--- config.mk ---
export PLATFORM = sky130hd
export DESIGN_NAME = tcb_lib_multiplexer
export DESIGN_NICKNAME = d
export VERILOG_FILES = /design/src/rtl/tcb_pkg.sv /design/src/rtl/tcb_lib_multiplexer.sv
export SDC_FILE = /design/constraint.sdc
export NUM_CORES = 1
export LEC_CHECK = 0
export ABC_CLOCK_PERIOD_IN_PS = 1100
export CORE_AREA = 2 2 92 94
export CTS_CLUSTER_SIZE = 40
export DETAILED_ROUTE_END_ITERATION = 12
export DIE_AREA = 0 0 94 96
export DONT_BUFFER_PORTS = 1
export PLACE_DENSITY = 0.32
export SLEW_MARGIN = 20
export SYNTH_ARGS = -nofsm -noshare
export SYNTH_HDL_FRONTEND = slang
export SYNTH_SLANG_ARGS = --single-unit
--- constraint.sdc ---
create_clock -name clk -period 1.1 [get_ports clk]
set_input_delay 0.22 -clock clk [delete_from_list [all_inputs] [get_ports clk]]
set_output_delay 0.22 -clock clk [all_outputs]
set_load 0.01 [all_outputs]
--- src/rtl/tcb_pkg.sv ---
////////////////////////////////////////////////////////////////////////////
// TCB interconnect package: bus widths, interface count, priority table,
// response delay, memory depth and the transfer operation type
////////////////////////////////////////////////////////////////////////////

package tcb_pkg;

////////////////////////////////////////////////////////////////////////////
// interconnect size
////////////////////////////////////////////////////////////////////////////

  // number of manager interfaces
  localparam int unsigned TCB_IFN = 2;
  // manager index width
  localparam int unsigned TCB_IFL = $clog2(TCB_IFN);

  // priority per interface, lower value wins
  // interface 0 -> priority 0, interface 1 -> priority 1
  localparam bit [TCB_IFL-1:0] TCB_PRI [TCB_IFN] = '{1'd0, 1'd1};

////////////////////////////////////////////////////////////////////////////
// bus format
////////////////////////////////////////////////////////////////////////////

  // word address width
  localparam int unsigned TCB_AW = 8;
  // data width
  localparam int unsigned TCB_DW = 32;
  // byte enables, one per data byte
  localparam int unsigned TCB_BW = TCB_DW / 8;

  // cycles from read transfer to read data
  localparam int unsigned TCB_DLY = 1;

  // memory words, covers the full address range
  localparam int unsigned TCB_MEM_DEPTH = 256;

  // transfer operation
  typedef enum logic {
    TCB_READ  = 1'b0,
    TCB_WRITE = 1'b1
  } tcb_op_e;

endpackage: tcb_pkg

--- src/rtl/tcb_lib_multiplexer.sv ---
////////////////////////////////////////////////////////////////////////////
// TCB multiplexer: many managers onto one subordinate, with read data
// steered back through an ownership pipeline
////////////////////////////////////////////////////////////////////////////

module tcb_lib_multiplexer (
  input  logic                        clk,
  input  logic                        rst_n,
  // manager select from the arbiter
  input  logic [tcb_pkg::TCB_IFL-1:0] sel,
  // manager side requests
  input  logic                        tcb_vld [tcb_pkg::TCB_IFN],
  input  tcb_pkg::tcb_op_e            tcb_op  [tcb_pkg::TCB_IFN],
  input  logic [tcb_pkg::TCB_AW-1:0]  tcb_adr [tcb_pkg::TCB_IFN],
  input  logic [tcb_pkg::TCB_BW-1:0]  tcb_ben [tcb_pkg::TCB_IFN],
  input  logic [tcb_pkg::TCB_DW-1:0]  tcb_wdt [tcb_pkg::TCB_IFN],
  // manager side handshake and response
  output logic                        tcb_rdy [tcb_pkg::TCB_IFN],
  output logic [tcb_pkg::TCB_DW-1:0]  tcb_rdt [tcb_pkg::TCB_IFN],
  // subordinate side request
  output logic                        sub_vld,
  output tcb_pkg::tcb_op_e            sub_op,
  output logic [tcb_pkg::TCB_AW-1:0]  sub_adr,
  output logic [tcb_pkg::TCB_BW-1:0]  sub_ben,
  output logic [tcb_pkg::TCB_DW-1:0]  sub_wdt,
  // subordinate side handshake and response
  input  logic                        sub_rdy,
  input  logic [tcb_pkg::TCB_DW-1:0]  sub_rdt
);

////////////////////////////////////////////////////////////////////////////
// request path
////////////////////////////////////////////////////////////////////////////

  // any manager requesting
  always_comb begin
    sub_vld = 1'b0;
    for (int i = 0; i < tcb_pkg::TCB_IFN; i++) begin
      sub_vld = sub_vld | tcb_vld[i];
    end
  end

  // request fields from the granted manager
  assign sub_op  = tcb_op [sel];
  assign sub_adr = tcb_adr[sel];
  assign sub_ben = tcb_ben[sel];
  assign sub_wdt = tcb_wdt[sel];

  // ready only to the winner, and only while it requests
  always_comb begin
    for (int i = 0; i < tcb_pkg::TCB_IFN; i++) begin
      tcb_rdy[i] = sub_rdy & tcb_vld[i] & (int'(sel) == i);
    end
  end

////////////////////////////////////////////////////////////////////////////
// ownership pipeline
////////////////////////////////////////////////////////////////////////////

  // read transfer on the subordinate port this cycle
  logic                        rd_xfr;
  // one entry per cycle of response delay
  logic                        own_vld [tcb_pkg::TCB_DLY];
  logic [tcb_pkg::TCB_IFL-1:0] own_sel [tcb_pkg::TCB_DLY];

  assign rd_xfr = sub_vld & sub_rdy & (sub_op == tcb_pkg::TCB_READ);

  // valid bits
  always_ff @(posedge clk or negedge rst_n) begin
    if (!rst_n) begin
      for (int d = 0; d < tcb_pkg::TCB_DLY; d++) begin
        own_vld[d] <= 1'b0;
      end
    end else begin
      own_vld[0] <= rd_xfr;
      for (int d = 1; d < tcb_pkg::TCB_DLY; d++) begin
        own_vld[d] <= own_vld[d-1];
      end
    end
  end

  // owner index, qualified by own_vld
  always_ff @(posedge clk) begin
    own_sel[0] <= sel;
    for (int d = 1; d < tcb_pkg::TCB_DLY; d++) begin
      own_sel[d] <= own_sel[d-1];
    end
  end

////////////////////////////////////////////////////////////////////////////
// response path
////////////////////////////////////////////////////////////////////////////

  // read data to the owner at pipeline end, zero elsewhere
  always_comb begin
    for (int i = 0; i < tcb_pkg::TCB_IFN; i++) begin
      if (own_vld[tcb_pkg::TCB_DLY-1] && (int'(own_sel[tcb_pkg::TCB_DLY-1]) == i)) begin
        tcb_rdt[i] = sub_rdt;
      end else begin
        tcb_rdt[i] = '0;
      end
    end
  end

endmodule: tcb_lib_multiplexer

==> results.sh <==
export IMPL_avgRoutedWirePerCell_um=17.40
export IMPL_avgSynthCellArea_sq_um=9.024
export IMPL_critical_path_startpoint_type="register"
export IMPL_slew_viol_final=0
export IMPL_ys_seq_area_frac=0.03782
export IMPL_postRouteAntennaNets=0
export IMPL_num_vias=1062
export IMPL_synth_ff_type="dfxtp_1"
export IMPL_synthTopCellsByArea="mux2_4 37%, and3_1 17%, and2_1 17%"
export IMPL_setup_viol=64
export IMPL_clk_pin_slew_ps=30
export IMPL_final_setup_tns_ps=-11870
export IMPL_ys_types=15
export IMPL_num_rows=33
export IMPL_wirelength_um=4088
export IMPL_final_cell_area_sq_um=1548
export IMPL_grt_ovfl_total=0
export IMPL_dp_cells=229
export IMPL_synth_top_area_cell="mux2_4"
export IMPL_min_path_type="input port to register"
export IMPL_antenna_found_initial=0
export IMPL_io_buffers=0
export IMPL_post_route_util=0.1922
export IMPL_boundaryPins=240
export IMPL_dr_pass1_iters=2
export IMPL_power_density_nw_per_um2=573.3
export IMPL_drive_above_1_share=0.7385
export IMPL_h_tree_depth=1
export IMPL_grt_setup_unrepaired="yes"
export IMPL_avgViaCountPerCell=4.519
export IMPL_die_w_um=94
export IMPL_status="finished, violations left"
export IMPL_cp_max_fo=32
export IMPL_netlist_instances=132
export IMPL_grt_use_total=0.07247
export IMPL_worst_pin_slew_ps=218.9
export IMPL_slowest_delay_ps=350
export IMPL_numCtsBuffers=3
export IMPL_area_growth_pct=29.94
export IMPL_yosysMostFrequentCell="and3_1"
export IMPL_setup_slack_ps=-213.9
export IMPL_cp_cell_sequence="nor2b_4 -> buf_12 -> and2_1"
export IMPL_synthesis_area_sq_um=1191
export IMPL_placed_area_sq_um=1292
export IMPL_cp_data_arrival_time_ps=1090
export IMPL_crit_end="tcb_rdt[60]"
export IMPL_final_cell_count_no_fill=235
export IMPL_p_total_mw=0.8874
export IMPL_drtIter0Drc=8
export IMPL_grt_pass1_wl_um=5016
export IMPL_tritoncts="yes"
export IMPL_drv_cap=0
export IMPL_violations="negative setup slack"
export IMPL_synth_top_cell_area_share=0.3655
export IMPL_peakVddDrop_mv=0.1915
export IMPL_die_height_um=96
export IMPL_cp_num_cells=3
export IMPL_hp_start="sel"
export IMPL_diodes=0
export IMPL_synth_enable_flop_cells=0
export IMPL_synth_nets=260
export IMPL_hold_ws_ps=38.84
export IMPL_timing_final_hold_violations=0
export IMPL_p_leak_nw=0.6455
export IMPL_max_freq_mhz=761.1
export IMPL_gp_congestion=0.7049
export IMPL_path_delay_family="simple AND/OR/NAND/NOR gates"
export IMPL_startpoint="own_vld"
export IMPL_clock_sinks=2
export IMPL_ys_seq_elements=2
export IMPL_dp_hpwl_um=3478
export IMPL_clockBufferDepth=2
export IMPL_cp_slowest_cell="dfrtp_1"
export IMPL_start_util=0.1479
export IMPL_worstPathRequired_ps=880
export IMPL_die_area_sq_um=9024
export IMPL_relSlewSlack=0.8536
export IMPL_coreArea_sq_um=8051
export IMPL_path_buf_inv=1
export IMPL_dpl_worst_slack_ps=-7.452
export IMPL_synthTopCellsByCount="33 x and3_1, 32 x and2_1, 29 x mux2_4, 16 x mux2_2, 6 x clkbuf_1"
export IMPL_post_route_min_period_ps=1314
export IMPL_ys_async_sr_fraction=0.5000
export IMPL_drc=0
export IMPL_critical_path_class="register to output pin"
export IMPL_ys_warn_count=0
export IMPL_min_period_over_period=1.194
export IMPL_end_kind="output pin"
export IMPL_final_nets=259
export IMPL_grt_pass1_vias=960
export IMPL_cts_root_buf="clkbuf_8"
export IMPL_grt_max_degree=49
-- cell type report --
type,instances,area [sq um]
multi-input cells,116,1234
flip-flops and latches,2,46.29
repair buffers,8,91.34
fillers,881,6504
clock buffers,4,45.04
well taps,105,131.4
-- metal layers --
layer  part of all wire  global-route usage  up-vias  wire length [um]
met5                  0                   0        -                 0
met4              0.011             0.02899        0                44
met3              0.095             0.01331        4               389
met2               0.56              0.1452      120              2308
met1               0.33             0.07317      481              1345
li1                   -                   -      457                 -
-- kinds of logic (layout without fill, tap and decap cells) --
group           after synthesis  in the layout  share of synthesized area
mux                          45             45                     0.5168
flops                         2              2                    0.03781
simple gates                 70             70                     0.3676
compound gates                1              1                   0.004198
buf+inv                      14             12                    0.07352
-- where the power goes --
part           internal [mW]  total (mW)  switching, mW  leakage, nW
clock                  0.246       0.307         0.0607       0.0228
sequential            0.0784      0.0833        0.00490       0.0216
combinational          0.272       0.497          0.226        0.601
-- timing repair --
action | CTS | global route
endpoints found under the hold margin | 1 | 0
setup endpoints to repair | 64 | 64
gates resized for setup | 14 | 29
hold buffers | 1 | 0
pin swaps | 1 | 3
setup buffers | 1 | 0
-- worst min path at each step --
stage            endpoint  slack [ps]  cells after the start
2_1_floorplan     own_vld         -80                      0
3_3_place_gp      own_vld         -80                      0
3_5_place_dp      own_vld         -80                      0
4_1_cts        own_sel[0]          30                      0
5_1_grt        own_sel[0]          30                      0
6_report       own_sel[0]          40                      0
-- registers in the layout (all words and copies together), names as in the netlist --
signal	count
own_vld	1
own_sel	1
-- placed cells by master (no fill, tap or decap) --
cell type      Yosys  routed
and2_1            32      26
dlygate4sd3_1      0       1
o21ai_0            1       1
nor2b_4            1       1
or2_2              1       1
dfxtp_2            0       1
clkbuf_8           0       3
and3_4             0      32
mux2_2            16      16
nor2_1             2       2
dfrtp_1            1       1
buf_12             0       2
clkbuf_1           6       1
buf_4              0       4
mux2_4            29      29
and2_4             0       6
and3_1            33       1
buf_6              4       1
nand2_1            1       1
Note: power is estimated with default switching activity, not from simulation.
